### config.mk
export PLATFORM = sky130hd
export DESIGN_NAME = mips_regfile
export DESIGN_NICKNAME = d
export VERILOG_FILES = /design/src/hw/mips_pkg.sv /design/src/hw/mips_regfile.sv
export SDC_FILE = /design/constraint.sdc
export NUM_CORES = 2
export LEC_CHECK = 0
export BUFFER_PORTS_ARGS = -buffer_cell sky130_fd_sc_hd__clkbuf_2
export CORE_MARGIN = 4
export CORE_UTILIZATION = 45
export CTS_BUF_LIST = sky130_fd_sc_hd__clkbuf_4 sky130_fd_sc_hd__clkbuf_8 sky130_fd_sc_hd__clkbuf_16
export DETAILED_ROUTE_END_ITERATION = 16
export GPL_ROUTABILITY_DRIVEN = 0
export SLEW_MARGIN = 20
export SYNTH_ARGS = -nofsm -noshare
export SYNTH_HDL_FRONTEND = slang
export SYNTH_SLANG_ARGS = --single-unit
### constraint.sdc
create_clock -name i_clk -period 5.02 [get_ports i_clk]
set_clock_uncertainty 0.2 [all_clocks]
set_input_delay 1.004 -clock i_clk [delete_from_list [all_inputs] [get_ports i_clk]]
set_output_delay 1.004 -clock i_clk [all_outputs]
set_load 0.05 [all_outputs]
### src/hw/mips_pkg.sv
package mips_pkg;

    // Datapath and memory sizes
    localparam int DATA_W      = 32;
    localparam int IMEM_DEPTH  = 256;
    localparam int IMEM_ADDR_W = 8;
    localparam int REG_ADDR_W  = 5;
    localparam int NUM_REGS    = 32;
    localparam int IMM_W       = 16;
    localparam int OPCODE_W    = 6;
    localparam int FUNCT_W     = 6;
    localparam int SHAMT_W     = 5;

    // Primary opcodes
    localparam logic [OPCODE_W-1:0] OP_RTYPE = 6'h00;
    localparam logic [OPCODE_W-1:0] OP_ADDIU = 6'h09;
    localparam logic [OPCODE_W-1:0] OP_ANDI  = 6'h0c;
    localparam logic [OPCODE_W-1:0] OP_ORI   = 6'h0d;
    localparam logic [OPCODE_W-1:0] OP_LUI   = 6'h0f;
    localparam logic [OPCODE_W-1:0] OP_HALT  = 6'h3f;

    // R-type function codes
    localparam logic [FUNCT_W-1:0] FN_ADDU = 6'h21;
    localparam logic [FUNCT_W-1:0] FN_SUBU = 6'h23;
    localparam logic [FUNCT_W-1:0] FN_AND  = 6'h24;
    localparam logic [FUNCT_W-1:0] FN_OR   = 6'h25;
    localparam logic [FUNCT_W-1:0] FN_XOR  = 6'h26;
    localparam logic [FUNCT_W-1:0] FN_SLT  = 6'h2a;

    // ALU operations
    localparam int ALU_OP_W = 3;

    localparam logic [ALU_OP_W-1:0] ALU_ADD = 3'd0;
    localparam logic [ALU_OP_W-1:0] ALU_SUB = 3'd1;
    localparam logic [ALU_OP_W-1:0] ALU_AND = 3'd2;
    localparam logic [ALU_OP_W-1:0] ALU_OR  = 3'd3;
    localparam logic [ALU_OP_W-1:0] ALU_XOR = 3'd4;
    localparam logic [ALU_OP_W-1:0] ALU_SLT = 3'd5;
    localparam logic [ALU_OP_W-1:0] ALU_LUI = 3'd6;

    // One instruction word, seen as R-type or I-type
    typedef union packed {
        struct packed {
            logic [OPCODE_W-1:0]   opcode;
            logic [REG_ADDR_W-1:0] rs;
            logic [REG_ADDR_W-1:0] rt;
            logic [REG_ADDR_W-1:0] rd;
            logic [SHAMT_W-1:0]    shamt;
            logic [FUNCT_W-1:0]    funct;
        } r;
        struct packed {
            logic [OPCODE_W-1:0]   opcode;
            logic [REG_ADDR_W-1:0] rs;
            logic [REG_ADDR_W-1:0] rt;
            logic [IMM_W-1:0]      imm;
        } i;
    } instr_u;

endpackage

### src/hw/mips_regfile.sv
module mips_regfile (
    input  logic                                i_clk,
    input  logic                                i_arst_n,

    input  logic                                i_we,
    input  logic [mips_pkg::REG_ADDR_W-1:0]     i_waddr,
    input  logic [mips_pkg::DATA_W-1:0]         i_wdata,

    input  logic [mips_pkg::REG_ADDR_W-1:0]     i_raddr_a,
    input  logic [mips_pkg::REG_ADDR_W-1:0]     i_raddr_b,
    input  logic [mips_pkg::REG_ADDR_W-1:0]     i_debug_addr,

    output logic [mips_pkg::DATA_W-1:0]         o_rdata_a,
    output logic [mips_pkg::DATA_W-1:0]         o_rdata_b,
    output logic [mips_pkg::DATA_W-1:0]         o_debug_data
);

    logic [mips_pkg::DATA_W-1:0] regs [mips_pkg::NUM_REGS];

    always_ff @(posedge i_clk or negedge i_arst_n) begin
        if (!i_arst_n) begin
            for (int k = 0; k < mips_pkg::NUM_REGS; k++) begin
                regs[k] <= '0;
            end
        end else if (i_we && (i_waddr != '0)) begin
            regs[i_waddr] <= i_wdata;
        end
    end

    // Same-cycle write is visible to decode
    assign o_rdata_a = (i_raddr_a == '0) ? '0
                     : (i_we && (i_raddr_a == i_waddr)) ? i_wdata : regs[i_raddr_a];
    assign o_rdata_b = (i_raddr_b == '0) ? '0
                     : (i_we && (i_raddr_b == i_waddr)) ? i_wdata : regs[i_raddr_b];

    assign o_debug_data = regs[i_debug_addr];

endmodule

==> results.tsv <==
metric	value	unit
Arrival @ worst endpoint	3.84	ns
vias per std cell	7.105	
maximum clock path buffer count	3	
number of clock sinks	1024	
effective utilization at floorplan	45.50	%
ratio of cells with drive above 1 in the final layout	56.68	%
number of flip-flops in the largest register	1024	
Power Internal	0.01937	W
final number of hold-violating endpoints	0	
total via count in the routed design	44050	
number of detailed-routing iterations run before antenna repair	8	
DRC violation count after routing	0	
cell area after technology mapping	62870	µm²
worst hold-check path type	in2async	
fill cell instance count of the final layout	11580	
nets@finish	4296	
switching share of total power	30.98	%
non-filler instance count after layout	6200	
number of standard-cell rows in the floorplan	136	
largest cells by area after synthesis	sky130_fd_sc_hd__dfrtp_1 (41%), sky130_fd_sc_hd__mux4_2 (26%), sky130_fd_sc_hd__mux2_2 (19%)	
average routed wire per standard cell	37.64	µm
clock-pin slew on the worst setup and hold paths	0.06	ns
Primary FF master, synth	sky130_fd_sc_hd__dfrtp_1	
final max-slew violation count	0	
setup repair after global routing missed its margin	no	
worst-skew pair later-pin latency	0.75	ns
cell total after placement	5986	
Slew Limit Headroom	21.40	%
setup violation total in the final timing report	1	
largest registers ranked by flip-flop count	regs x1024	
htree depth	3	
post-layout worst setup margin	-0.02413	ns
HPWL reported at the end of detailed placement	144.0	mm
Period Utilization, post-route	100.5	%
Yosys top cell area share	40.76	%
switching power	0.008693	W
number of library cell types mapped by synthesis	56	
post-synth top area cell	sky130_fd_sc_hd__dfrtp_1	
static leakage power	30.18	nW
most frequently used cell type in the post-synthesis netlist	sky130_fd_sc_hd__mux2_2	
global route overflow	0	
total of flip-flops plus latches after synthesis	1024	
global-route wire length before repair	336.0	mm
number of buffers added by the clock tree synthesis step	116	
antenna violations before repair	12	
largest fanout on the critical path	17	
Area growth syn-to-layout	14.21	%
setup slack of the worst register-to-register path	3.99	ns
Port Buf Inserts	150	
CP Launch Type	primary input	
Overall Global Routing Usage	31.83	%
floorplan die area	145800	µm²
cell area after layout	71800	µm²
reg2reg path depth	1	
sequential share of the synthesized area	40.76	%
Synth Area per Inst	14.88	µm²
maximum frequency from static timing analysis	198.3	MHz
CTS Root Cell	sky130_fd_sc_hd__clkbuf_16	
origin of the critical flop-to-flop path	regs[939]	
final WL	233.4	mm
Peak VDD IR	0.0003071	V
Sequential Power Share	40.5	%
run status	finished, violations left	
ranking of synthesized cells by instance count	sky130_fd_sc_hd__mux2_2 (1,039), sky130_fd_sc_hd__dfrtp_1 (1,024), sky130_fd_sc_hd__mux4_2 (739), sky130_fd_sc_hd__clkbuf_1 (297), sky130_fd_sc_hd__mux2i_1 (211)	
area of placed instances	67750	µm²
net count after synthesis	4281	
reported max-cap violation count	0	
via count of the first global-routing pass	44280	
violations in the final reports	negative setup slack	
pin count of the biggest net entering global routing	100	
chip width	381.8	µm
antenna-violating nets left	0	
EDFF count, synth	0	
areal power density over the cells	390.8	nW/µm²
area of the placeable core	138200	µm²
critical path data required time	3.82	ns
endpoint of the worst-slack reg-to-reg timing path	regs[939]	
CTS tree	yes	
Die Y	381.8	µm
Final Util	51.97	%
number of warnings reported in the yosys synthesis log	0	
cell count after synthesis	4226	
post-layout minimum cycle time	5.044	ns
actual slew at the worst max-slew pin	1.179	ns
type of the setup path with the least slack	in2out	
I/O pin cnt	151	
number of design-rule violations left by the first detailed-router iteration	5181	
share of synthesized registers carrying an async set or reset	100.0	%
register name with the most flops	regs	
share of power burned in the clock network	32.3	%
part of the total power dissipated in combinational logic	27.2	%
kind of end point of the critical path	output pin	
worst max path at each step:
stage	from	endpoint
finish	i_raddr_b[0]	o_rdata_b[28]
global route	i_raddr_b[0]	o_rdata_b[28]
CTS	i_raddr_b[0]	o_rdata_b[16]
detailed placement	i_raddr_b[0]	o_rdata_b[16]
global placement	i_raddr_b[0]	o_rdata_b[16]
floorplan	i_waddr[3]	o_rdata_b[30]
worst max-delay path, stage by stage:
cell and delay [ns]:
sky130_fd_sc_hd__buf_8 0.25, sky130_fd_sc_hd__xor2_1 0.12, sky130_fd_sc_hd__nor4_1 0.43, sky130_fd_sc_hd__and2_2 0.45
sky130_fd_sc_hd__buf_4 0.32, sky130_fd_sc_hd__buf_4 0.20, sky130_fd_sc_hd__nor3_1 0.06, sky130_fd_sc_hd__nor3_1 0.59
sky130_fd_sc_hd__buf_4 0.24, sky130_fd_sc_hd__buf_12 0.13
repair_timing:
item | in CTS | in global routing
resized for setup | 0 | 1
setup endpoints to repair | 0 | 1
setup buffers | 0 | 0
hold buffers | 0 | 0
layout by cell type, fill, tap and decap left out, drive strengths merged, types with 46 or more instances in the layout:
cell type / count
a21oi: 54
a221o: 46
a221oi: 66
a22oi: 76
buf: 322
clkbuf: 255
dfrtp: 1024
mux2: 1039
mux2i: 211
mux4: 739
nand2: 58
nor2: 46
nor3: 60
o21ai: 62
through the flow:
step	power [W]	setup TNS, ns	setup WS [ns]	hold slack, ns
5_1_grt	0.02909	0	0.04347	0.05662
4_1_cts	0.02809	0	0.03417	0.09261
3_5_place_dp	0.01901	0	0.04714	0.2019
2_1_floorplan	0.01641	0	0.2475	0.2580
3_3_place_gp	0.01884	-0.006434	-0.006434	0.1947
6_report	0.02806	-0.02413	-0.02413	0.03157
area by class of cell:
cell class	count	area (µm²)	share of cell area (%)
clock inverter	42	575.6	0.8016
tap	1863	2331	3.246
clock buffer	168	3450	4.804
sequential	1024	25620	35.69
timing repair buffer	409	4499	6.266
inverter	7	28.78	0.04008
multi-input combinational	2683	35290	49.14
antenna	4	10.01	0.01394
per-layer routing:
| layer | share of wire, % | up-vias | track usage [%] |
|---|---|---|---|
| met1 | 40 | 23810 | 44.76 |
| met2 | 45 | 2610 | 47.26 |
| met4 | 5.0 | 6 | 12.90 |
| met3 | 10 | 591 | 8.350 |
| li1 | - | 17030 | - |
| met5 | 0.013 | - | 0 |
power groups by stage:
stage,Sequential [W],Clock (W),Combinational [W]
2_1_floorplan,0.0109,0,0.00549
3_3_place_gp,0.0113,0,0.00749
3_5_place_dp,0.0114,0,0.00757
4_1_cts,0.0113,0.00919,0.00761
5_1_grt,0.0116,0.00950,0.00802
6_report,0.0114,0.00907,0.00762
cell families after synthesis:
logic type      count (synthesis)  share of synthesized area (%)
mux                          1989                          48.44
flops                        1024                          40.76
buf+inv                       519                          3.650
compound gates                408                          4.716
simple gates                  276                          2.299
xor+xnor                       10                         0.1393
Power figures use the tool's default switching activity.
