### config.mk
export PLATFORM = sky130hd
export DESIGN_NAME = mips_decode
export DESIGN_NICKNAME = d
export VERILOG_FILES = /design/src/hw/mips_pkg.sv /design/src/hw/mips_decode.sv
export SDC_FILE = /design/constraint.sdc
export NUM_CORES = 1
export LEC_CHECK = 0
export ABC_AREA = 0
export CAP_MARGIN = 15
export CORE_ASPECT_RATIO = 1.4
export CORE_MARGIN = 5
export CORE_UTILIZATION = 30
export CTS_BUF_LIST = sky130_fd_sc_hd__clkbuf_8
export CTS_CLUSTER_SIZE = 20
export DETAILED_ROUTE_END_ITERATION = 16
export DONT_BUFFER_PORTS = 1
export GPL_TIMING_DRIVEN = 0
export PLACE_DENSITY_LB_ADDON = 0.08
export RECOVER_POWER = 100
export SLEW_MARGIN = 10
export SYNTH_ARGS = -nofsm -noshare
export SYNTH_HDL_FRONTEND = slang
export SYNTH_SLANG_ARGS = --single-unit
export TNS_END_PERCENT = 5
### constraint.sdc
create_clock -name i_clk -period 0.97 [get_ports i_clk]
set_clock_uncertainty 0.2 [all_clocks]
set_input_delay 0.1455 -clock i_clk [delete_from_list [all_inputs] [get_ports i_clk]]
set_output_delay 0.1455 -clock i_clk [all_outputs]
set_load 0.01 [all_outputs]
### src/hw/mips_pkg.sv
package mips_pkg;

    // Datapath and memory sizes
    localparam int DATA_W      = 32;
    localparam int IMEM_DEPTH  = 256;
    localparam int IMEM_ADDR_W = 8;
    localparam int REG_ADDR_W  = 5;
    localparam int NUM_REGS    = 32;
    localparam int IMM_W       = 16;
    localparam int OPCODE_W    = 6;
    localparam int FUNCT_W     = 6;
    localparam int SHAMT_W     = 5;

    // Primary opcodes
    localparam logic [OPCODE_W-1:0] OP_RTYPE = 6'h00;
    localparam logic [OPCODE_W-1:0] OP_ADDIU = 6'h09;
    localparam logic [OPCODE_W-1:0] OP_ANDI  = 6'h0c;
    localparam logic [OPCODE_W-1:0] OP_ORI   = 6'h0d;
    localparam logic [OPCODE_W-1:0] OP_LUI   = 6'h0f;
    localparam logic [OPCODE_W-1:0] OP_HALT  = 6'h3f;

    // R-type function codes
    localparam logic [FUNCT_W-1:0] FN_ADDU = 6'h21;
    localparam logic [FUNCT_W-1:0] FN_SUBU = 6'h23;
    localparam logic [FUNCT_W-1:0] FN_AND  = 6'h24;
    localparam logic [FUNCT_W-1:0] FN_OR   = 6'h25;
    localparam logic [FUNCT_W-1:0] FN_XOR  = 6'h26;
    localparam logic [FUNCT_W-1:0] FN_SLT  = 6'h2a;

    // ALU operations
    localparam int ALU_OP_W = 3;

    localparam logic [ALU_OP_W-1:0] ALU_ADD = 3'd0;
    localparam logic [ALU_OP_W-1:0] ALU_SUB = 3'd1;
    localparam logic [ALU_OP_W-1:0] ALU_AND = 3'd2;
    localparam logic [ALU_OP_W-1:0] ALU_OR  = 3'd3;
    localparam logic [ALU_OP_W-1:0] ALU_XOR = 3'd4;
    localparam logic [ALU_OP_W-1:0] ALU_SLT = 3'd5;
    localparam logic [ALU_OP_W-1:0] ALU_LUI = 3'd6;

    // One instruction word, seen as R-type or I-type
    typedef union packed {
        struct packed {
            logic [OPCODE_W-1:0]   opcode;
            logic [REG_ADDR_W-1:0] rs;
            logic [REG_ADDR_W-1:0] rt;
            logic [REG_ADDR_W-1:0] rd;
            logic [SHAMT_W-1:0]    shamt;
            logic [FUNCT_W-1:0]    funct;
        } r;
        struct packed {
            logic [OPCODE_W-1:0]   opcode;
            logic [REG_ADDR_W-1:0] rs;
            logic [REG_ADDR_W-1:0] rt;
            logic [IMM_W-1:0]      imm;
        } i;
    } instr_u;

endpackage

### src/hw/mips_decode.sv
module mips_decode (
    input  logic                                i_clk,
    input  logic                                i_arst_n,
    input  logic                                i_step,
    input  mips_pkg::instr_u                    i_instr,
    input  logic [mips_pkg::DATA_W-1:0]         i_rs_data,
    input  logic [mips_pkg::DATA_W-1:0]         i_rt_data,

    output logic [mips_pkg::REG_ADDR_W-1:0]     o_rs_addr,
    output logic [mips_pkg::REG_ADDR_W-1:0]     o_rt_addr,
    output logic                                o_halt_seen,

    output logic [mips_pkg::ALU_OP_W-1:0]       o_alu_op,
    output logic                                o_b_imm,
    output logic                                o_reg_write,
    output logic                                o_halt,
    output logic [mips_pkg::DATA_W-1:0]         o_a,
    output logic [mips_pkg::DATA_W-1:0]         o_b,
    output logic [mips_pkg::DATA_W-1:0]         o_imm,
    output logic [mips_pkg::REG_ADDR_W-1:0]     o_dst,
    output logic [mips_pkg::REG_ADDR_W-1:0]     o_src_rs,
    output logic [mips_pkg::REG_ADDR_W-1:0]     o_src_rt
);

    localparam int EXT_W = mips_pkg::DATA_W - mips_pkg::IMM_W;

    logic [mips_pkg::ALU_OP_W-1:0]     alu_op_d;
    logic                              b_imm_d;
    logic                              valid_d;
    logic                              halt_d;
    logic                              sign_ext_d;
    logic [mips_pkg::REG_ADDR_W-1:0]   dst_d;
    logic [mips_pkg::DATA_W-1:0]       imm_d;
    logic                              reg_write_d;

    assign o_rs_addr = i_instr.r.rs;
    assign o_rt_addr = i_instr.r.rt;

    always_comb begin
        alu_op_d   = mips_pkg::ALU_ADD;
        b_imm_d    = 1'b0;
        valid_d    = 1'b0;
        halt_d     = 1'b0;
        sign_ext_d = 1'b0;
        dst_d      = i_instr.i.rt;
        case (i_instr.r.opcode)
            mips_pkg::OP_RTYPE: begin
                dst_d   = i_instr.r.rd;
                valid_d = 1'b1;
                case (i_instr.r.funct)
                    mips_pkg::FN_ADDU: alu_op_d = mips_pkg::ALU_ADD;
                    mips_pkg::FN_SUBU: alu_op_d = mips_pkg::ALU_SUB;
                    mips_pkg::FN_AND:  alu_op_d = mips_pkg::ALU_AND;
                    mips_pkg::FN_OR:   alu_op_d = mips_pkg::ALU_OR;
                    mips_pkg::FN_XOR:  alu_op_d = mips_pkg::ALU_XOR;
                    mips_pkg::FN_SLT:  alu_op_d = mips_pkg::ALU_SLT;
                    default:           valid_d  = 1'b0;
                endcase
            end
            mips_pkg::OP_ADDIU: begin
                valid_d    = 1'b1;
                b_imm_d    = 1'b1;
                sign_ext_d = 1'b1;
            end
            mips_pkg::OP_ANDI: begin
                valid_d  = 1'b1;
                b_imm_d  = 1'b1;
                alu_op_d = mips_pkg::ALU_AND;
            end
            mips_pkg::OP_ORI: begin
                valid_d  = 1'b1;
                b_imm_d  = 1'b1;
                alu_op_d = mips_pkg::ALU_OR;
            end
            mips_pkg::OP_LUI: begin
                valid_d  = 1'b1;
                b_imm_d  = 1'b1;
                alu_op_d = mips_pkg::ALU_LUI;
            end
            mips_pkg::OP_HALT: halt_d = 1'b1;
            default: ;
        endcase
    end

    assign imm_d = sign_ext_d ? {{EXT_W{i_instr.i.imm[mips_pkg::IMM_W-1]}}, i_instr.i.imm}
                              : {{EXT_W{1'b0}}, i_instr.i.imm};

    // r0 is never a real destination
    assign reg_write_d = valid_d && (dst_d != '0);

    assign o_halt_seen = halt_d;

    // ID/EX control
    always_ff @(posedge i_clk or negedge i_arst_n) begin
        if (!i_arst_n) begin
            o_alu_op    <= mips_pkg::ALU_ADD;
            o_b_imm     <= 1'b0;
            o_reg_write <= 1'b0;
            o_halt      <= 1'b0;
        end else if (i_step) begin
            o_alu_op    <= alu_op_d;
            o_b_imm     <= b_imm_d;
            o_reg_write <= reg_write_d;
            o_halt      <= halt_d;
        end
    end

    // ID/EX operands and register numbers
    always_ff @(posedge i_clk) begin
        if (i_step) begin
            o_a      <= i_rs_data;
            o_b      <= i_rt_data;
            o_imm    <= imm_d;
            o_dst    <= dst_d;
            o_src_rs <= o_rs_addr;
            o_src_rt <= o_rt_addr;
        end
    end

endmodule

==> key figures, run 1 <==
Timing
  – Max Clock Freq: 619 MHz
  – Hold WS: -287 ps
  – Final worst path period need: 1620 ps
  – Unrepaired setup endpoints after global routing: true
  – Final setup viols: approximately 130
  – Max-slew violation count: 0
  – Fin crit share: 167%
  – Final setup margin: -646 ps
  – Hold Fails Final Rpt: 105
  – Worst rel slew slack: 73.9%
  – Setup TNS: -28,210 ps
  – Worst-Margin Slew: 392 ps

Synthesis
  – Mapped cell area: 3580 um^2
  – Register area share after synthesis: a little over four fifths
  – Synthesized area per cell: 19.9 um^2
  – Yosys reg bits: ~100
  – Net count after synthesis: between 200 and 300
  – Post-synth top area share: 80.5%
  – Cells after Synth: 180
  – Synth area leader: edfxtp_1
  – Netlist cell types: 28
  – Yosys warnings: 0
  – Largest cells by area after synthesis: edfxtp_1, buf_4, dfrtp_1

Setup path
  – CP Data Required Time: 620 ps
  – Setup crit end kind: primary output
  – CP max FO: 7
  – Kind of start point of the critical path: flip-flop
  – Arrival time worst endpoint: 1270 ps
  – Critical path class: flip-flop to primary output

Drt
  – WL/cell: ~21 um
  – DR vias: 1,954
  – DR vias/cell: 4.48
  – Drt initial violations: 72
  – Detail Route Antenna Nets: 0
  – DRC viols: 0
  – Pre-Repair DR Iteration Count: 4
  – Final wirelength: 9140 um

Cells and area
  – Layout Cells excl Fill: between 400 and 500
  – Layout cells sized above 1: ~17%
  – Fin area: 4960 um^2
  – # nets final: ~380
  – Post-route core utilization: 42.1%
  – Area Overhead vs Synth: 38.4%
  – Diodes inserted: 0

Floorplan
  – Total die area: 14,300 um^2
  – Placement Rows: 47
  – Die X: 102 um
  – Die height: approximately 140 um
  – Core region area: 11,800 um^2
  – Initial Utilization: 30.5%
  – Top Ports: 227

Placed design
  – IO Port Bufs: 0
  – Placed Cells incl. Taps: ~330
  – RD Place Congestion: 0.710
  – Placement-stage cell area: 3800 um^2
  – Pre-CTS setup slack: -512 ps
  – Hpwl dp: 6120 um

Run
  – Max Cap Viol: 0

Run status
  – Outcome: finished, violations left
  – Failing checks: negative hold slack, negative setup slack

CTS
  – Max Root-Sink Buffers: 2
  – TritonCTS clock tree: done
  – Worst-Skew Late Latency: 360 ps
  – CTS Buf Count: 9
  – Clock sink count: between 100 and 150
  – Root cell of the clock tree: clkbuf_8
  – Post-CTS Hold Buffers: between 90 and 100
  – CTS H-tree lvls: 3
  – Worst-path clk slew: 90 ps

Global routing
  – First-pass GRT wire length: about 12,000 um
  – Overflow after GRT: 0
  – Pin count of the biggest net entering global routing: 98
  – Vias in the first global route: ~2,200
  – Initial antenna violation count: 0
  – Total GRT Usage: 11.9%

Pwr
  – Int Pwr: around 6800 uW
  – Static Leakage: 0.00176 uW
  – Max VDD drop: 862 uV
  – Fraction of power consumed by sequential logic: 64.0%
  – Clock share of power: 29.3%
  – Sw Ratio: 21.9%
  – Power Density: 1750 nW/um^2
  – Sw power: 1900 uW
  – Combinational Power Share: 6.7%

Hold path
  – Worst min path class: input pin to flip-flop
-- path summary, 6_finish.rpt --
kind | from | to | slack [ps] | cells past startpoint
setup / recovery | o_imm[16]$_SDFFCE_PN0P_ | o_imm[26] | -650 | 2
hold / removal | i_step | o_b[20]$_DFFE_PP_ | -290 | 0
setup reg to reg | o_halt$_DFFE_PN0P_ | o_halt$_DFFE_PN0P_ | -60 | 1
hold reg to reg | o_alu_op[0]$_DFFE_PN0P_ | o_alu_op[0]$_DFFE_PN0P_ | 370 | 1
max in group asynchronous | i_arst_n | o_alu_op[0]$_DFFE_PN0P_ | 450 | 1
min in group asynchronous | i_arst_n | o_alu_op[1]$_DFFE_PN0P_ | -110 | 1
-- registers in the layout (all words and copies together), names as in the netlist --
signal,cells
o_dst,5
o_src_rs,5
o_alu_op,3
o_src_rt,5
o_imm,17
o_reg_write,1
o_halt,1
o_b,32
o_a,32
o_b_imm,1
-- power groups by stage --
stage / Clock (uW) / Combinational, uW / Sequential (uW)
final: 2540 / 577 / 5540
after global placement: 0 / 215 / 5660
after floorplan: 0 / 190 / 5570
after global routing: 2870 / 614 / 5570
after detailed placement: 0 / 214 / 5660
after CTS: 2700 / 578 / 5550
-- layer usage --
| metal | GRT usage, % | vias up | routed length [um] |
|---|---|---|---|
| li1 | - | 867 | - |
| met1 | 10.9 | 953 | 2970 |
| met2 | 22.3 | 122 | 5070 |
| met3 | 4.91 | 12 | 917 |
| met4 | 5.11 | 0 | 178 |
| met5 | 0 | - | 0 |
-- cell usage in the layout (no fill, tap or decap), drive strengths merged, types with 4 or more instances in the layout --
cell,instances
a21oi,4
nor3,5
clkbuf,20
dlygate4sd3,84
buf,18
clkdlybuf4s25,7
nor2,7
edfxtp,96
inv,5
nand2,4
mux2,6
dfrtp,6
-- cell families (layout without fill, tap and decap cells) --
family	count (synthesis)	in the layout	share of synthesized area [%]
xor gates and xnor gates	2	2	0.489
DFF	102	102	84.7
muxes	6	6	1.89
and+or+nand+nor	26	26	4.12
AOI/OAI and AO/OA	14	14	2.86
buffers and inverters	30	139	5.97
-- critical path, cell delays in order (launching register included) --
cell and delay [ps]:
edfxtp_1 570, buf_6 220, buf_6 120
-- cells in the mapped netlist --
cell	instances
a211oi_1	1
a211oi_2	1
a21oi_1	4
a22oi_1	1
a31oi_1	1
and2_1	2
and4b_1	2
buf_4	25
buf_6	1
clkbuf_1	1
dfrtp_1	6
edfxtp_1	96
inv_1	3
mux2_2	6
nand2_1	4
nand2b_1	2
nand4_1	1
nor2_1	7
nor3_1	3
nor3_2	2
nor4_1	1
o21ai_1	1
o2bb2ai_1	3
o311ai_1	1
o32ai_1	1
or2_1	1
or4_1	1
xnor2_1	2
-- cell type report --
cell class	count	area (um^2)
clock buffers	9	124
plain buffers	27	206
repair buffers	93	933
inverters	3	11.3
clock inverters	7	65.1
multi-input cells	48	398
flip-flops and latches	102	3030
fillers	1058	6810
well taps	147	184
-- through the flow --
step	total power, uW	hold WS [ps]
after floorplan	5760	-350
after global placement	5880	-350
after detailed placement	5870	-350
after CTS	8830	-323
after global routing	9060	-328
final	8660	-287
-- timing repair --
item | 4_1_cts | 5_1_grt
setup buffers | 2 | 0
hold endpoints to repair | 204 | 111
pin swaps | 0 | 0
resized for setup | 14 | 16
setup endpoints to repair | 125 | 128
Note: power is estimated with default switching activity, not from simulation.
==> run 2: changes to the inputs <==
--- a/config.mk
+++ b/config.mk
@@ -5,7 +5,7 @@
 export SDC_FILE = /design/constraint.sdc
 export NUM_CORES = 1
 export LEC_CHECK = 0
-export ABC_AREA = 0
+export ABC_AREA = 1
 export CAP_MARGIN = 15
 export CORE_ASPECT_RATIO = 1.4
 export CORE_MARGIN = 5
@@ -14,8 +14,9 @@
 export CTS_CLUSTER_SIZE = 20
 export DETAILED_ROUTE_END_ITERATION = 16
 export DONT_BUFFER_PORTS = 1
+export GPL_ROUTABILITY_DRIVEN = 0
 export GPL_TIMING_DRIVEN = 0
-export PLACE_DENSITY_LB_ADDON = 0.08
+export PLACE_DENSITY = 0.56
 export RECOVER_POWER = 100
 export SLEW_MARGIN = 10
 export SYNTH_ARGS = -nofsm -noshare
==> key figures, run 2 <==
Drt
  – Detail Route Antenna Nets: 0
  – DR vias/cell: 4.35
  – Final wirelength: 9280 um
  – DR vias: 2,061
  – WL/cell: between 15 and 20 um
  – Pre-Repair DR Iteration Count: 4
  – DRC viols: 0
  – Drt initial violations: 54

Global routing
  – Overflow after GRT: 0
  – Vias in the first global route: 2,181
  – Total GRT Usage: between 10% and 20%
  – Pin count of the biggest net entering global routing: 103
  – First-pass GRT wire length: 12,700 um
  – Initial antenna violation count: 0

Setup path
  – Reg-to-Reg Start: o_alu_op[1]$_DFFE_PN0P_
  – CP max FO: 7
  – Critical Path Sink: o_imm[31]
  – Critical path, cell by cell: buf_6, buf_6
  – Arrival time worst endpoint: 1260 ps
  – Worst Setup SP: o_imm[16]$_SDFFCE_PN0P_
  – Critical path class: flip-flop to primary output
  – Worst Reg2Reg Path Length in Cells: 1
  – WP depth: 2
  – Kind of start point of the critical path: flip-flop
  – Crit-path max cell delay: between 500 and 600 ps
  – CP Data Required Time: 620 ps
  – Slowest-stage cell, CP: edfxtp_1
  – Setup crit end kind: primary output
  – Most used cell, CP: buf_6
  – WP buf/inv: 2
  – R2r setup slk: 50 ps
  – Delay-heaviest family, CP: flip-flops
  – Reg2Reg Capture Point: o_alu_op[1]$_DFFE_PN0P_

Cells and area
  – Layout Cells excl Fill: 474
  – Layout cells sized above 1: 15.0%
  – Largest registers: o_a x32, o_b x32, o_imm x17
  – Most frequent cells in the layout: edfxtp_1, dlygate4sd3_1, nand2_1
  – Post-route core utilization: about 42%
  – # nets final: 422
  – Diodes inserted: 0
  – Most common cell after layout, fill and taps aside: edfxtp_1
  – Area Overhead vs Synth: 35.3%
  – Fin area: 4960 um^2

Floorplan
  – Top Ports: about 230
  – Initial Utilization: 30.7%
  – Core region area: approximately 12,000 um^2
  – Die height: between 100 and 150 um
  – Total die area: 14,600 um^2
  – Die X: 103 um
  – Placement Rows: 47

Placed design
  – Placed Cells incl. Taps: 366
  – IO Port Bufs: 0
  – Placement-stage cell area: 3850 um^2
  – Hpwl dp: 6440 um

Synthesis
  – Post-synth top cells: edfxtp_1, nand2_1, buf_4, inv_1, nor2_1
  – Top FF cell, synth: edfxtp_1
  – Post-synthesis simple-gate area fraction: 9.17%
  – Cells after Synth: between 200 and 250
  – Mapped cell area: 3670 um^2
  – Synth area leader: edfxtp_1
  – Most common cell in the netlist: edfxtp_1
  – Largest family of logic cells by synthesized area: simple AND/OR/NAND/NOR gates
  – Yosys reg bits: 102
  – Yosys warnings: 0
  – Register area share after synthesis: 82.7%
  – Number of synthesized flops with an enable pin: 96
  – Post-synth top area share: 78.6%
  – Largest cells by area after synthesis: edfxtp_1, buf_4, dfrtp_1
  – Synth Area in Adders: 0%
  – Synthesized area per cell: 16.8 um^2
  – Netlist cell types: 21
  – Synth Area in Compound Gates: 1.19%
  – Xor/xnor share of the synthesized area: 0%
  – Multiplexer share of the synthesized area: 0%
  – Net count after synthesis: 318
  – Async SR Flop Fraction: 5.88%

Timing
  – Final setup margin: -640 ps
  – Hold Fails Final Rpt: 116
  – Max-slew violation count: 0
  – Worst rel slew slack: approximately 75%
  – Fin crit share: 166%
  – Final setup viols: 122
  – Max Clock Freq: 621 MHz
  – Setup TNS: -27,570 ps
  – Hold WS: -305 ps
  – Unrepaired setup endpoints after global routing: true
  – Worst-Margin Slew: 375 ps
  – Final worst path period need: 1610 ps

CTS
  – Post-CTS Hold Buffers: 91
  – CTS Buf Count: 9
  – CTS H-tree lvls: 3
  – Worst-Skew Late Latency: roughly 350 ps
  – Root cell of the clock tree: clkbuf_8
  – Max Root-Sink Buffers: 2
  – Clock sink count: between 100 and 150
  – Worst-path clk slew: 110 ps
  – TritonCTS clock tree: done

Pwr
  – Static Leakage: 0.00186 uW
  – Max VDD drop: between 600 and 700 uV
  – Total Power: 8570 uW
  – Power Density: roughly 1700 nW/um^2

Run status
  – Outcome: finished, violations left
  – Failing checks: negative hold slack, negative setup slack

Run
  – Max Cap Viol: 0

Hold path
  – Worst min path class: input pin to flip-flop
==> run 2: per-stage QoR <==
| stage | setup WS, ps | hold WS, ps |
|---|---|---|
| global placement | -246 | -350 |
| finish | -640 | -305 |
| global route | -713 | -366 |
| floorplan | -164 | -350 |
| detailed placement | -292 | -350 |
| CTS | -664 | -344 |
==> run 2: worst min path at each step <==
stage / slack (ps) / to / startpoint / cells after the start
final: -310 / o_a[23]$_DFFE_PP_ / i_step / 0
after global routing: -370 / o_a[12]$_DFFE_PP_ / i_step / 0
after CTS: -340 / o_a[30]$_DFFE_PP_ / i_step / 0
after detailed placement: -350 / o_reg_write$_DFFE_PN0P_ / i_arst_n / 0
after global placement: -350 / o_reg_write$_DFFE_PN0P_ / i_arst_n / 0
after floorplan: -350 / o_alu_op[0]$_DFFE_PN0P_ / i_arst_n / 0
==> run 2: logic make-up (layout without fill, tap and decap cells) <==
kind of cell           after synthesis  after routing
flip-flops                         102            102
AO/OA/AOI/OAI                        6              6
AND/OR/NAND/NOR                     68             68
buffers and inverters               43            151
==> run 2: layout make-up <==
type                    instances  area, um^2
repair buffers                 93         933
fillers                      1088        6970
plain buffers                  25         176
clock buffers                   9         124
flip-flops and latches        102        3030
clock inverters                 6        53.8
well taps                     147         184
inverters                      18        67.6
multi-input cells              74         392
==> run 2: power breakdown <==
part,total (uW),internal [uW],leakage [uW],switching [uW]
Clock,2470,975,0.0000890,1500
Sequential,5540,5200,0.00102,337
Combinational,563,352,0.000749,211
Total,8570,6530,0.00186,2040
==> run 2: repair_timing <==
item,CTS,global route
buffers inserted,2,0
pin swaps,0,2
endpoints found under the setup margin,117,123
resized for setup,11,11
hold endpoints to repair,204,120
==> run 2: metal layers <==
layer | track usage, % | wire length, um | part of all wire [%]
met2 | 20.9 | 5090 | 55
met3 | 5.14 | 885 | 9.5
met4 | 4.50 | 128 | 1.4
met5 | 0 | 0 | 0
met1 | 12.4 | 3170 | 34
