`config.mk`:
```
export PLATFORM = sky130hd
export DESIGN_NAME = mips_execute
export DESIGN_NICKNAME = d
export VERILOG_FILES = /design/src/hw/mips_pkg.sv /design/src/hw/mips_execute.sv
export SDC_FILE = /design/constraint.sdc
export NUM_CORES = 1
export LEC_CHECK = 0
export BUFFER_PORTS_ARGS = -buffer_cell sky130_fd_sc_hd__buf_2
export CELL_PAD_IN_SITES_DETAIL_PLACEMENT = 1
export CELL_PAD_IN_SITES_GLOBAL_PLACEMENT = 2
export CORE_ASPECT_RATIO = 0.5
export CORE_MARGIN = 8
export CORE_UTILIZATION = 29
export DETAILED_ROUTE_END_ITERATION = 8
export GPL_TIMING_DRIVEN = 0
export PLACE_DENSITY_LB_ADDON = 0.1
export SLEW_MARGIN = 20
export SYNTH_ARGS = -nofsm -noshare
export SYNTH_HDL_FRONTEND = slang
export SYNTH_SLANG_ARGS = --single-unit
```
`constraint.sdc`:
```
create_clock -name i_clk -period 4.5 [get_ports i_clk]
set_clock_uncertainty 0.1 [all_clocks]
set_input_delay 0.675 -clock i_clk [delete_from_list [all_inputs] [get_ports i_clk]]
set_output_delay 0.675 -clock i_clk [all_outputs]
set_load 0.02 [all_outputs]
```
`src/hw/mips_pkg.sv`:
```
package mips_pkg;

    // Datapath and memory sizes
    localparam int DATA_W      = 32;
    localparam int IMEM_DEPTH  = 256;
    localparam int IMEM_ADDR_W = 8;
    localparam int REG_ADDR_W  = 5;
    localparam int NUM_REGS    = 32;
    localparam int IMM_W       = 16;
    localparam int OPCODE_W    = 6;
    localparam int FUNCT_W     = 6;
    localparam int SHAMT_W     = 5;

    // Primary opcodes
    localparam logic [OPCODE_W-1:0] OP_RTYPE = 6'h00;
    localparam logic [OPCODE_W-1:0] OP_ADDIU = 6'h09;
    localparam logic [OPCODE_W-1:0] OP_ANDI  = 6'h0c;
    localparam logic [OPCODE_W-1:0] OP_ORI   = 6'h0d;
    localparam logic [OPCODE_W-1:0] OP_LUI   = 6'h0f;
    localparam logic [OPCODE_W-1:0] OP_HALT  = 6'h3f;

    // R-type function codes
    localparam logic [FUNCT_W-1:0] FN_ADDU = 6'h21;
    localparam logic [FUNCT_W-1:0] FN_SUBU = 6'h23;
    localparam logic [FUNCT_W-1:0] FN_AND  = 6'h24;
    localparam logic [FUNCT_W-1:0] FN_OR   = 6'h25;
    localparam logic [FUNCT_W-1:0] FN_XOR  = 6'h26;
    localparam logic [FUNCT_W-1:0] FN_SLT  = 6'h2a;

    // ALU operations
    localparam int ALU_OP_W = 3;

    localparam logic [ALU_OP_W-1:0] ALU_ADD = 3'd0;
    localparam logic [ALU_OP_W-1:0] ALU_SUB = 3'd1;
    localparam logic [ALU_OP_W-1:0] ALU_AND = 3'd2;
    localparam logic [ALU_OP_W-1:0] ALU_OR  = 3'd3;
    localparam logic [ALU_OP_W-1:0] ALU_XOR = 3'd4;
    localparam logic [ALU_OP_W-1:0] ALU_SLT = 3'd5;
    localparam logic [ALU_OP_W-1:0] ALU_LUI = 3'd6;

    // One instruction word, seen as R-type or I-type
    typedef union packed {
        struct packed {
            logic [OPCODE_W-1:0]   opcode;
            logic [REG_ADDR_W-1:0] rs;
            logic [REG_ADDR_W-1:0] rt;
            logic [REG_ADDR_W-1:0] rd;
            logic [SHAMT_W-1:0]    shamt;
            logic [FUNCT_W-1:0]    funct;
        } r;
        struct packed {
            logic [OPCODE_W-1:0]   opcode;
            logic [REG_ADDR_W-1:0] rs;
            logic [REG_ADDR_W-1:0] rt;
            logic [IMM_W-1:0]      imm;
        } i;
    } instr_u;

endpackage

```
`src/hw/mips_execute.sv`:
```
module mips_execute (
    input  logic                                i_clk,
    input  logic                                i_arst_n,
    input  logic                                i_step,

    input  logic [mips_pkg::ALU_OP_W-1:0]       i_alu_op,
    input  logic                                i_b_imm,
    input  logic                                i_reg_write,
    input  logic                                i_halt,
    input  logic [mips_pkg::DATA_W-1:0]         i_a,
    input  logic [mips_pkg::DATA_W-1:0]         i_b,
    input  logic [mips_pkg::DATA_W-1:0]         i_imm,
    input  logic [mips_pkg::REG_ADDR_W-1:0]     i_dst,
    input  logic [mips_pkg::REG_ADDR_W-1:0]     i_src_rs,
    input  logic [mips_pkg::REG_ADDR_W-1:0]     i_src_rt,

    output logic                                o_wb_we,
    output logic [mips_pkg::REG_ADDR_W-1:0]     o_wb_addr,
    output logic [mips_pkg::DATA_W-1:0]         o_wb_data,
    output logic                                o_halt
);

    localparam int LOW_W = mips_pkg::DATA_W - mips_pkg::IMM_W;

    logic                              wb_we_q;
    logic [mips_pkg::REG_ADDR_W-1:0]   wb_addr_q;
    logic [mips_pkg::DATA_W-1:0]       wb_data_q;
    logic                              halt_q;
    logic [mips_pkg::DATA_W-1:0]       op_a;
    logic [mips_pkg::DATA_W-1:0]       op_b_reg;
    logic [mips_pkg::DATA_W-1:0]       op_b;
    logic [mips_pkg::DATA_W-1:0]       alu_res;

    // Forward from EX/WB, r0 never gets written so it never matches
    assign op_a     = (wb_we_q && (wb_addr_q == i_src_rs)) ? wb_data_q : i_a;
    assign op_b_reg = (wb_we_q && (wb_addr_q == i_src_rt)) ? wb_data_q : i_b;
    assign op_b     = i_b_imm ? i_imm : op_b_reg;

    always_comb begin
        case (i_alu_op)
            mips_pkg::ALU_ADD: alu_res = op_a + op_b;
            mips_pkg::ALU_SUB: alu_res = op_a - op_b;
            mips_pkg::ALU_AND: alu_res = op_a & op_b;
            mips_pkg::ALU_OR:  alu_res = op_a | op_b;
            mips_pkg::ALU_XOR: alu_res = op_a ^ op_b;
            mips_pkg::ALU_SLT: alu_res = {{(mips_pkg::DATA_W-1){1'b0}},
                                          ($signed(op_a) < $signed(op_b))};
            mips_pkg::ALU_LUI: alu_res = {op_b[mips_pkg::IMM_W-1:0], {LOW_W{1'b0}}};
            default:           alu_res = '0;
        endcase
    end

    // EX/WB control, halt stays set until reset
    always_ff @(posedge i_clk or negedge i_arst_n) begin
        if (!i_arst_n) begin
            wb_we_q <= 1'b0;
            halt_q  <= 1'b0;
        end else if (i_step) begin
            wb_we_q <= i_reg_write;
            halt_q  <= halt_q | i_halt;
        end
    end

    always_ff @(posedge i_clk) begin
        if (i_step) begin
            wb_addr_q <= i_dst;
            wb_data_q <= alu_res;
        end
    end

    // Commit only on a stepped edge so a paused core keeps its registers
    assign o_wb_we   = wb_we_q & i_step;
    assign o_wb_addr = wb_addr_q;
    assign o_wb_data = wb_data_q;
    assign o_halt    = halt_q;

endmodule

```
==> results of run 1 <==
-- cell usage in the layout (no fill, tap or decap), drive strengths merged, types with 10 or more instances in the layout --
master	instances
a211oi	15
a21o	16
a21oi	96
a31oi	14
buf	288
clkbuf	52
edfxtp	37
ha	96
inv	98
mux2	40
mux2i	45
nand2	85
nand3	19
nor2	76
nor3	27
nor4	15
o21ai	87
o21bai	15
o221ai	10
o22ai	17
o31ai	14
xnor2	17
-- cell families after synthesis --
logic type | after synthesis | share of synthesized area [%]
xor gates and xnor gates | 26 | 2.95
muxes | 85 | 11.7
adders and majority gates | 98 | 16.1
DFF | 39 | 15.1
and+or+nand+nor | 266 | 15.9
AOI/OAI and AO/OA | 353 | 30.0
buffers and inverters | 168 | 8.29
-- metal layers --
layer,vias to the layer above,GRT usage [%],part of all wire [%]
met5,-,0,0.029
met2,296,40.5,44
met1,4866,36.9,47
met4,2,4.01,1.3
met3,40,5.72,6.9
li1,4311,-,-
-- sequential cells by signal, summed over array words and instances (netlist names) --
register,cells
o_halt,1
o_wb_addr,5
o_wb_data,32
wb_we_q,1
-- cell usage after synthesis (all sizes together) (8+ instances only) --
cell    instances  area (sq um)
inv            99           372
a21oi          96           484
ha             96          1200
o21ai          87           435
nand2          85           319
nor2           76           285
clkbuf         53           199
mux2i          45           450
mux2           40           450
edfxtp         37          1110
nor3           27           135
nand3          19          95.1
o22ai          17           113
xnor2          17           149
a21o           16           120
a211oi         15           125
nor4           15           109
o21bai         15           113
a31oi          14          87.6
buf            14          61.3
o31ai          14           115
o221ai         10          93.8
o21a            9          67.6
xor2            9          78.8
or3             8          50.1
-- power groups by stage --
stage | clock network [W] | registers, W | logic, W
floorplan | 0 | 0.000526 | 0.000800
global placement | 0 | 0.000486 | 0.00128
detailed placement | 0 | 0.000489 | 0.00129
CTS | 0.000426 | 0.000483 | 0.00165
global route | 0.000430 | 0.000489 | 0.00194
finish | 0.000419 | 0.000483 | 0.00184
-- stage by stage --
step	setup WS [ns]	hold WS, ns	setup TNS [ns]
final	-0.405	0.0251	-3.98
after global routing	-0.514	0.0205	-5.97
after CTS	-0.415	0.0172	-3.81
after detailed placement	-2.34	0.345	-45.10
after global placement	-2.35	0.337	-44.85
after floorplan	-0.0404	0.279	-0.0404
-- cell type report --
type,count,area (sq um)
Timing Repair Buffer,274,1840
Multi-Input combinational cell,828,7300
Buffer,59,395
Clock buffer,7,133
Clock inverter,1,5.00
Tap cell,352,440
Fill cell,3171,14600
Sequential cell,39,1160
Inverter,101,399
-- worst min path at each step --
stage                        from            endpoint  slack [ns]  cells after the start
6_report                 i_arst_n  o_halt$_DFFE_PN0P_        0.03                      1
5_1_grt                  i_arst_n  o_halt$_DFFE_PN0P_        0.02                      1
2_1_floorplan            i_arst_n  o_halt$_DFFE_PN0P_        0.28                      0
3_5_place_dp   o_halt$_DFFE_PN0P_  o_halt$_DFFE_PN0P_        0.34                      1
4_1_cts                  i_arst_n  o_halt$_DFFE_PN0P_        0.02                      1
3_3_place_gp   o_halt$_DFFE_PN0P_  o_halt$_DFFE_PN0P_        0.34                      1
-- worst max-delay path, delay by kind of cell --
kind,cells,cell delay (ns)
buf+inv,8,1.13
mux,2,0.39
xor+xnor,1,0.15
fa+ha+maj,1,0.28
compound gates,6,1.54
simple gates,3,0.69
-- what timing repair did --
item                                    in CTS  in global routing
gates resized for setup                    251                101
buffers inserted                            85                 40
gates cloned                                 1                  0
endpoints found under the setup margin      28                 24
pin swaps                                   78                 71
==> results.tsv, run 1 <==
stage	metric	value	unit
hold_path	holdCritPathClass	in -> async	
status	status	finished with violations	
power	seqPwrFrac	17.7	%
yosys	seq_area_frac_synth	15.1	%
setup_path	end_kind	register	
drt	dr.pass1.iters	5	
drt	drt-total-wl	44.5	mm
final_layout	fin_area	0.0117	sq mm
power	netSwitchingPower	0.00133	W
run	cap_violations	0	
cts	clk_pin_slew	0.07	ns
yosys	syn_area_per_cell	7.45	sq um
power	p_total	0.00274	W
grt	track_usage	26.0	%
yosys	ys_types	73	
placement	dpl.hpwl	32.3	mm
placement	dp_cells	1542	
grt	antenna_found_initial	2	
final_layout	nets	1526	
setup_path	arrival	4.87	ns
placement	port_buffers	155	
floorplanning	fp.coreArea	0.0263	sq mm
floorplanning	start_util	29.4	%
cts	cts.sinks	39	
power	irDropWorstVdd	0.000150	V
yosys	yosysWarnings	0	
setup_path	cp_max_fo	9	
placement	gp_congestion	0.928	
cts	clk_latency	0.32	ns
drt	antenna_left	0	
setup_path	reg2reg_slack	-0.40	ns
sta	worstMarginPinSlew	1.13	ns
floorplanning	dieArea	0.0324	sq mm
setup_path	rr_endpoint	o_wb_data[26]$_DFFE_PP_	
sta	layout_min_cycle_time	4.91	ns
floorplanning	fp.dieH	131	um
cts	cts_buffers	5	
setup_path	setup.worst_path.end	o_wb_data[26]$_DFFE_PP_	
sta	hold_viol_final	0	
cts	htree_num_levels	2	
final_layout	syn2layout_area_growth	51.3	%
placement	place_area	0.00904	sq mm
setup_path	cp-startpoint	i_src_rt[2]	
power	p_int	0.00141	W
sta	final-max-slew-violation-count	0	
yosys	ys.flop_type	edfxtp_1	
sta	worst_slack	-0.405	ns
power	p_per_area	235	mW/mm^2
setup_path	timing.rr.start	o_wb_addr[2]$_DFFE_PP_	
floorplanning	pin_count	159	
final_layout	drive_gt1_share	39.6	%
drt	drt-initial-drc-count	643	
drt	route.vias.total	9515	
sta	fmax	204	MHz
yosys	async_flop_share	5.13	%
setup_path	cp_slowest_cell	o41ai_4	
setup_path	cp.required	4.47	ns
setup_path	path_common_cell	buf_4	
yosys	synth_nets	1253	
sta	maxSlewHeadroom	24.4	%
cts	root_buffer	clkbuf_16	
power	power.leakage	4.88	nW
yosys	syn_area	0.00771	sq mm
floorplanning	die_x	247	um
drt	via_per_inst	5.73	
grt	grt_start_max_net_pins	41	
cts	cts_hold_buf	0	
cts	cts_tree	done	
power	p_clk_share	15.3	%
final_layout	fin_cells	1661	
grt	grt_pass1_vias	9716	
setup_path	criticalPathCategory	in -> reg	
setup_path	cp-start-kind	primary input	
sta	setup_viol_count_final	16	
final_layout	final_core_util	44.4	%
setup_path	critPathMaxStageDelay	0.52	ns
setup_path	ff2ff_path_depth	20	
setup_path	crit_chain	buf_2 > xor2_1 > nor4_1 > and3_2 > buf_12 > buf_16 > buf_12 > buf_4 > mux2i_4 > o21ai_4 > ha_4 > buf_8 > nand4_1 > buf_4 > o41ai_4 > a31oi_4 > a211oi_4 > buf_4 > o21ai_2 > mux2i_1 > a221o_1	
status	violations	setup timing	
floorplanning	std_cell_rows	42	
drt	routedWlPerCell	26.8	um
yosys	synth_cells	1035	
power	netSwitchingFraction	48.4	%
cts	cts.path.max_buffers	2	
sta	fin_crit_sh	109	%
grt	grt_pass1_wl	64.2	mm
sta	rsz0062_at_grt	true	
yosys	synth_edf_count	37	
grt	grt-ovfl-total	0	
final_layout	antennaDiodeCount	0	
yosys	synth_seq_cells	39	
drt	drt_drc_violations_left	0	
power	p_comb_share	67.0	%
No activity file was read; power rests on OpenSTA's default activity.
==> run 2, diff against run 1 <==
- CORE_MARGIN: 8 -> 2
- SLEW_MARGIN: 20 -> 40
==> run 2 against run 1 <==
  * Combinational power fell by 3%
  * Highest routed layer unchanged
  * Critical path type unchanged
  * Global-route usage rose by 3.9 points
  * The flow still finishes with violations (setup timing)
  * Die area fell by 14%
  * Via count fell by 0.84%
==> results.tsv, run 2 (synthesis results as in run 1) <==
stage	metric	value	unit
drt	drt_drc_violations_left	0	
grt	antenna_found_initial	3	
setup_path	arrival	4.78	ns
placement	gp_congestion	0.907	
setup_path	crit_chain	buf_2 > xor2_1 > nor4_1 > and3_1 > buf_12 > buf_12 > mux2i_2 > o21ai_4 > ha_4 > fa_2 > a211oi_2 > o21bai_2 > o22ai_4 > o41ai_4 > buf_4 > a31oi_4 > a211oi_4 > o21a_1 > a221o_1 > a211o_1	
floorplanning	dieArea	0.0280	sq mm
placement	port_buffers	155	
final_layout	final_common_cell	buf_2	
final_layout	largest_reg_flops	32	
drt	dr.pass1.iters	5	
cts	root_buffer	clkbuf_16	
final_layout	syn2layout_area_growth	47.2	%
floorplanning	die_x	235	um
final_layout	seqCellArea	0.00116	sq mm
setup_path	cp_slowest_cell	fa_2	
setup_path	critPathMaxStageDelay	0.38	ns
final_layout	fin_area	0.0114	sq mm
sta	fin_crit_sh	107	%
sta	worstMarginPinSlew	0.925	ns
grt	grt_pass1_vias	9371	
sta	worst_slack	-0.304	ns
setup_path	criticalPathCategory	in -> reg	
sta	hold_viol_final	0	
setup_path	reg2reg_slack	-0.30	ns
grt	track_usage	30.0	%
cts	cts.sinks	39	
setup_path	path_common_cell	buf_12	
run	cap_violations	0	
setup_path	timing.rr.start	o_wb_addr[2]$_DFFE_PP_	
setup_path	rr_endpoint	o_wb_data[30]$_DFFE_PP_	
drt	route.vias.total	9435	
drt	drt-initial-drc-count	801	
status	violations	setup timing	
sta	maxSlewHeadroom	38.4	%
cts	cts_tree	done	
placement	dp_slack	-1.82	ns
cts	cts.path.max_buffers	2	
sta	final-max-slew-violation-count	0	
setup_path	end_kind	register	
status	status	finished with violations	
drt	drt-total-wl	43.7	mm
placement	place_area	0.00907	sq mm
cts	htree_num_levels	2	
cts	cts_hold_buf	0	
cts	cts_buffers	5	
final_layout	nets	1512	
final_layout	multi_input_area	0.00711	sq mm
drt	antenna_left	0	
final_layout	drive_gt1_share	38.8	%
final_layout	layout_common_cells	buf_2, buf_4, inv_1, nand2_1, ha_1	
sta	rsz0062_at_grt	true	
setup_path	cp_max_fo	6	
cts	clk_latency	0.32	ns
floorplanning	std_cell_rows	42	
setup_path	cp-start-kind	primary input	
power	p_total	0.00268	W
floorplanning	fp.dieH	119	um
setup_path	cp.required	4.48	ns
drt	routedWlPerCell	26.5	um
power	p_per_area	236	mW/mm^2
sta	fmax	208	MHz
power	power.leakage	4.79	nW
setup_path	ff2ff_path_depth	19	
sta	setup_viol_count_final	14	
hold_path	holdCritPathClass	in -> async	
placement	dpl.hpwl	31.8	mm
grt	grt_start_max_net_pins	41	
final_layout	filler_cell_count	3192	
power	irDropWorstVdd	0.000153	V
grt	grt_pass1_wl	61.8	mm
drt	via_per_inst	5.72	
floorplanning	start_util	29.4	%
grt	grt-ovfl-total	0	
sta	layout_min_cycle_time	4.80	ns
floorplanning	pin_count	159	
cts	clk_pin_slew	0.08	ns
floorplanning	fp.coreArea	0.0263	sq mm
==> run 2: cell types whose count changed in the layout (fill, tap and decap cells not counted), moves of 6 or more <==
| cell | previous run | this run |
|---|---|---|
| buf_4 | 97 | 91 |
| buf_6 | 20 | 9 |
| clkbuf_1 | 36 | 29 |
| clkbuf_2 | 5 | 13 |
| ha_1 | 71 | 79 |
| mux2_2 | 27 | 33 |
| mux2_4 | 13 | 7 |
| o21ai_2 | 6 | 12 |
==> run 2: timing repair <==
| action | 4_1_cts | 5_1_grt |
|---|---|---|
| setup endpoints to repair | 26 | 26 |
| pin swaps | 47 | 57 |
| resized for setup | 156 | 127 |
| buffers inserted | 65 | 34 |
| cloned | 1 | 1 |
==> run 2: critical path: cells and delay by family <==
kind / cells / cell delay, ns
buf+inv: 4 / 0.60
compound gates: 10 / 1.98
mux: 1 / 0.26
fa+ha+maj: 2 / 0.57
simple gates: 2 / 0.52
xor+xnor: 1 / 0.16
==> run 2: how the worst max path moves through the flow <==
stage	from	cells past startpoint	slack, ns	end
2_1_floorplan	i_src_rt[2]	18	-0.04	o_wb_data[30]$_DFFE_PP_
3_3_place_gp	i_b_imm	17	-2.40	o_wb_data[31]$_DFFE_PP_
3_5_place_dp	i_b_imm	17	-1.82	o_wb_data[31]$_DFFE_PP_
4_1_cts	o_wb_addr[0]$_DFFE_PP_	20	-0.37	o_wb_data[24]$_DFFE_PP_
5_1_grt	o_wb_addr[2]$_DFFE_PP_	19	-0.47	o_wb_data[26]$_DFFE_PP_
6_report	i_src_rt[2]	20	-0.30	o_wb_data[30]$_DFFE_PP_
==> run 2: metal layers <==
| layer | vias to the layer above | part of all wire, % | GRT usage (%) | routed length (um) |
|---|---|---|---|---|
| li1 | 4285 | - | - | - |
| met1 | 4724 | 48 | 43.1 | 20900 |
| met3 | 40 | 7.5 | 6.91 | 3280 |
| met4 | 2 | 1.6 | 7.48 | 720 |
| met2 | 384 | 43 | 44.7 | 18800 |
| met5 | - | 0.030 | 0 | 13 |
==> run 2: cell type report <==
type,instances,area share (%)
tap,352,3.88
timing repair buffer,254,14.6
inverter,101,3.43
sequential,39,10.2
clock inverter,1,0.0441
multi-input combinational,828,62.6
clock buffer,7,1.17
antenna,2,0.0441
buffer,65,4.08
==> run 2: power by group <==
part	total, W	switching [W]	internal, W
clock network	0.000422	0.000214	0.000208
logic	0.00178	0.00106	0.000715
registers	0.000484	0.0000348	0.000449
==> run 2: through the flow <==
stage                     TNS, ns  cells  utilization, %  hold WS [ns]
after floorplan           -0.0404   1035               -         0.279
after global placement     -46.49   1542            34.4         0.337
after detailed placement   -30.99   1542            34.5         0.345
after CTS                   -3.72   1613            39.8        0.0161
after global routing        -5.59   1648            43.2        0.0237
final                       -2.47   1649            43.2        0.0287
==> run 3, diff against run 2 <==
- PLACE_DENSITY_LB_ADDON: 0.1 -> 0.05
==> run 3 against run 2 <==
  * The run still ends with setup timing left
  * Register-to-register slack got worse by 0.07 ns
  * Wire length down 0.77%
  * Sequential share of layout area is 0.38 points lower
  * Critical endpoint unchanged
  * First-iteration DRC count decreased by 3.7%
  * Worst setup slack got worse by 0.068 ns
  * Final cell count rose by 0.55%
  * Combinational power increased by 3%
  * Flip-flop and latch count did not move
==> results.tsv, run 3 (synthesis results as in run 1) <==
stage	metric	value	unit
cts	clk_pin_slew	0.08	ns
setup_path	ff2ff_path_depth	18	
grt	grt_pass1_wl	62.6	mm
grt	grt_pass1_vias	9583	
status	status	finished with violations	
setup_path	arrival	4.84	ns
grt	track_usage	30.1	%
sta	worst_slack	-0.373	ns
sta	fmax	205	MHz
floorplanning	start_util	29.4	%
setup_path	setup.worst_path.end	o_wb_data[30]$_DFFE_PP_	
placement	port_buffers	155	
setup_path	cp-startpoint	o_wb_addr[0]$_DFFE_PP_	
status	violations	setup timing	
sta	final-max-slew-violation-count	0	
placement	gp_congestion	0.951	
final_layout	largest_reg_flops	32	
sta	setup_viol_count_final	14	
sta	fin_crit_sh	108	%
sta	hold_slack	0.0320	ns
hold_path	holdCritPathClass	in -> async	
sta	rsz0062_at_grt	true	
cts	cts_tree	done	
setup_path	cp.required	4.47	ns
drt	dr.pass1.iters	5	
final_layout	drive_gt1_share	41.0	%
placement	dpl.hpwl	31.7	mm
cts	clk_latency	0.32	ns
setup_path	rr_endpoint	o_wb_data[30]$_DFFE_PP_	
setup_path	cp-start-kind	register	
sta	worstMarginPinSlew	0.925	ns
final_layout	final_core_util	44.9	%
setup_path	end_kind	register	
final_layout	syn2layout_area_growth	52.9	%
placement	dp_slack	-1.91	ns
drt	drt-initial-drc-count	771	
final_layout	layout_common_cells	buf_2, buf_4, inv_1, nand2_1	
final_layout	filler_cell_count	3160	
cts	cts_buffers	5	
sta	maxSlewHeadroom	38.3	%
setup_path	timing.rr.start	o_wb_addr[0]$_DFFE_PP_	
power	p_per_area	239	mW/mm^2
power	irDropWorstVdd	0.000146	V
final_layout	nets	1522	
drt	routedWlPerCell	26.2	um
setup_path	cp_max_fo	4	
sta	layout_min_cycle_time	4.87	ns
setup_path	criticalPathCategory	reg -> reg	
setup_path	reg2reg_slack	-0.37	ns
grt	grt_start_max_net_pins	41	
drt	via_per_inst	5.66	
grt	antenna_found_initial	0	
floorplanning	die_x	235	um
floorplanning	pin_count	159	
drt	drt-total-wl	43.4	mm
sta	hold_viol_final	0	
final_layout	final_common_cell	buf_2	
grt	grt-ovfl-total	0	
drt	route.vias.total	9380	
run	cap_violations	0	
floorplanning	dieArea	0.0280	sq mm
floorplanning	fp.coreArea	0.0263	sq mm
cts	cts.sinks	39	
cts	root_buffer	clkbuf_16	
power	power.leakage	4.94	nW
drt	drt_drc_violations_left	0	
cts	cts.path.max_buffers	2	
drt	antenna_left	0	
cts	htree_num_levels	2	
floorplanning	std_cell_rows	42	
floorplanning	fp.dieH	119	um
## run 3: timing repair
action,4_1_cts,5_1_grt
setup buffers,86,27
pin swaps,88,57
cloned,1,0
endpoints found under the hold margin,0,0
hold buffers,0,0
gates resized for setup,277,65
endpoints found under the setup margin,26,25
## run 3: layout make-up
type                       count  area (sq um)  share of cell area, %
antenna                        1          2.50                 0.0212
buffer                        64           515                   4.37
clock buffer                   6           139                   1.18
multi-input combinational    828          7340                   62.3
timing repair buffer         265          1760                   14.9
clock inverter                 2          35.0                  0.297
sequential                    39          1160                   9.84
inverter                     101           394                   3.34
tap                          352           440                   3.73
## run 3: stage by stage
stage               setup TNS (ns)  std cells  power (W)  cell area, sq um
finish                       -2.46       1658    0.00282             11800
global route                 -4.94       1657    0.00296             11800
CTS                          -2.44       1632    0.00268             11300
detailed placement          -30.70       1542    0.00179              9060
global placement            -43.40       1542    0.00177              9040
floorplan                  -0.0404       1035    0.00133              7830
## run 3: worst min path at each step
stage | cells past startpoint | end | slack [ns] | from
floorplan | 0 | o_halt$_DFFE_PN0P_ | 0.28 | i_arst_n
global placement | 1 | o_halt$_DFFE_PN0P_ | 0.34 | o_halt$_DFFE_PN0P_
detailed placement | 1 | o_halt$_DFFE_PN0P_ | 0.35 | o_halt$_DFFE_PN0P_
CTS | 1 | o_halt$_DFFE_PN0P_ | 0.02 | i_arst_n
global route | 1 | o_halt$_DFFE_PN0P_ | 0.03 | i_arst_n
finish | 1 | o_halt$_DFFE_PN0P_ | 0.03 | i_arst_n
## run 3: power breakdown
group	internal (W)	leakage (nW)	switching (W)	total, W
Combinational	0.000767	4.46	0.00108	0.00184
Sequential	0.000450	0.390	0.0000372	0.000487
Clock	0.000278	0.0869	0.000208	0.000486
Total	0.00149	4.94	0.00132	0.00282
## run 3: routing by layer
metal,vias to the layer above,GRT usage [%],share of wire (%)
li1,4293,-,-
met1,4718,42.2,47
met2,325,45.8,43
met3,44,7.97,8.0
met4,0,7.32,1.9
met5,-,0,0
## run 3: worst max-delay path: stages, from the launching register on
cell and delay (ns):
edfxtp_1 0.44, xor2_1 0.18, nor4_1 0.28, and3_1 0.22, clkbuf_8 0.15, clkbuf_16 0.16, mux2_4 0.34, ha_4 0.18
fa_2 0.38, a211oi_4 0.30, o21bai_4 0.10, o22ai_4 0.22, o41ai_4 0.12, buf_4 0.17, a31oi_4 0.28, a211oi_4 0.12
o21a_1 0.25, a221o_1 0.34, a211o_1 0.28
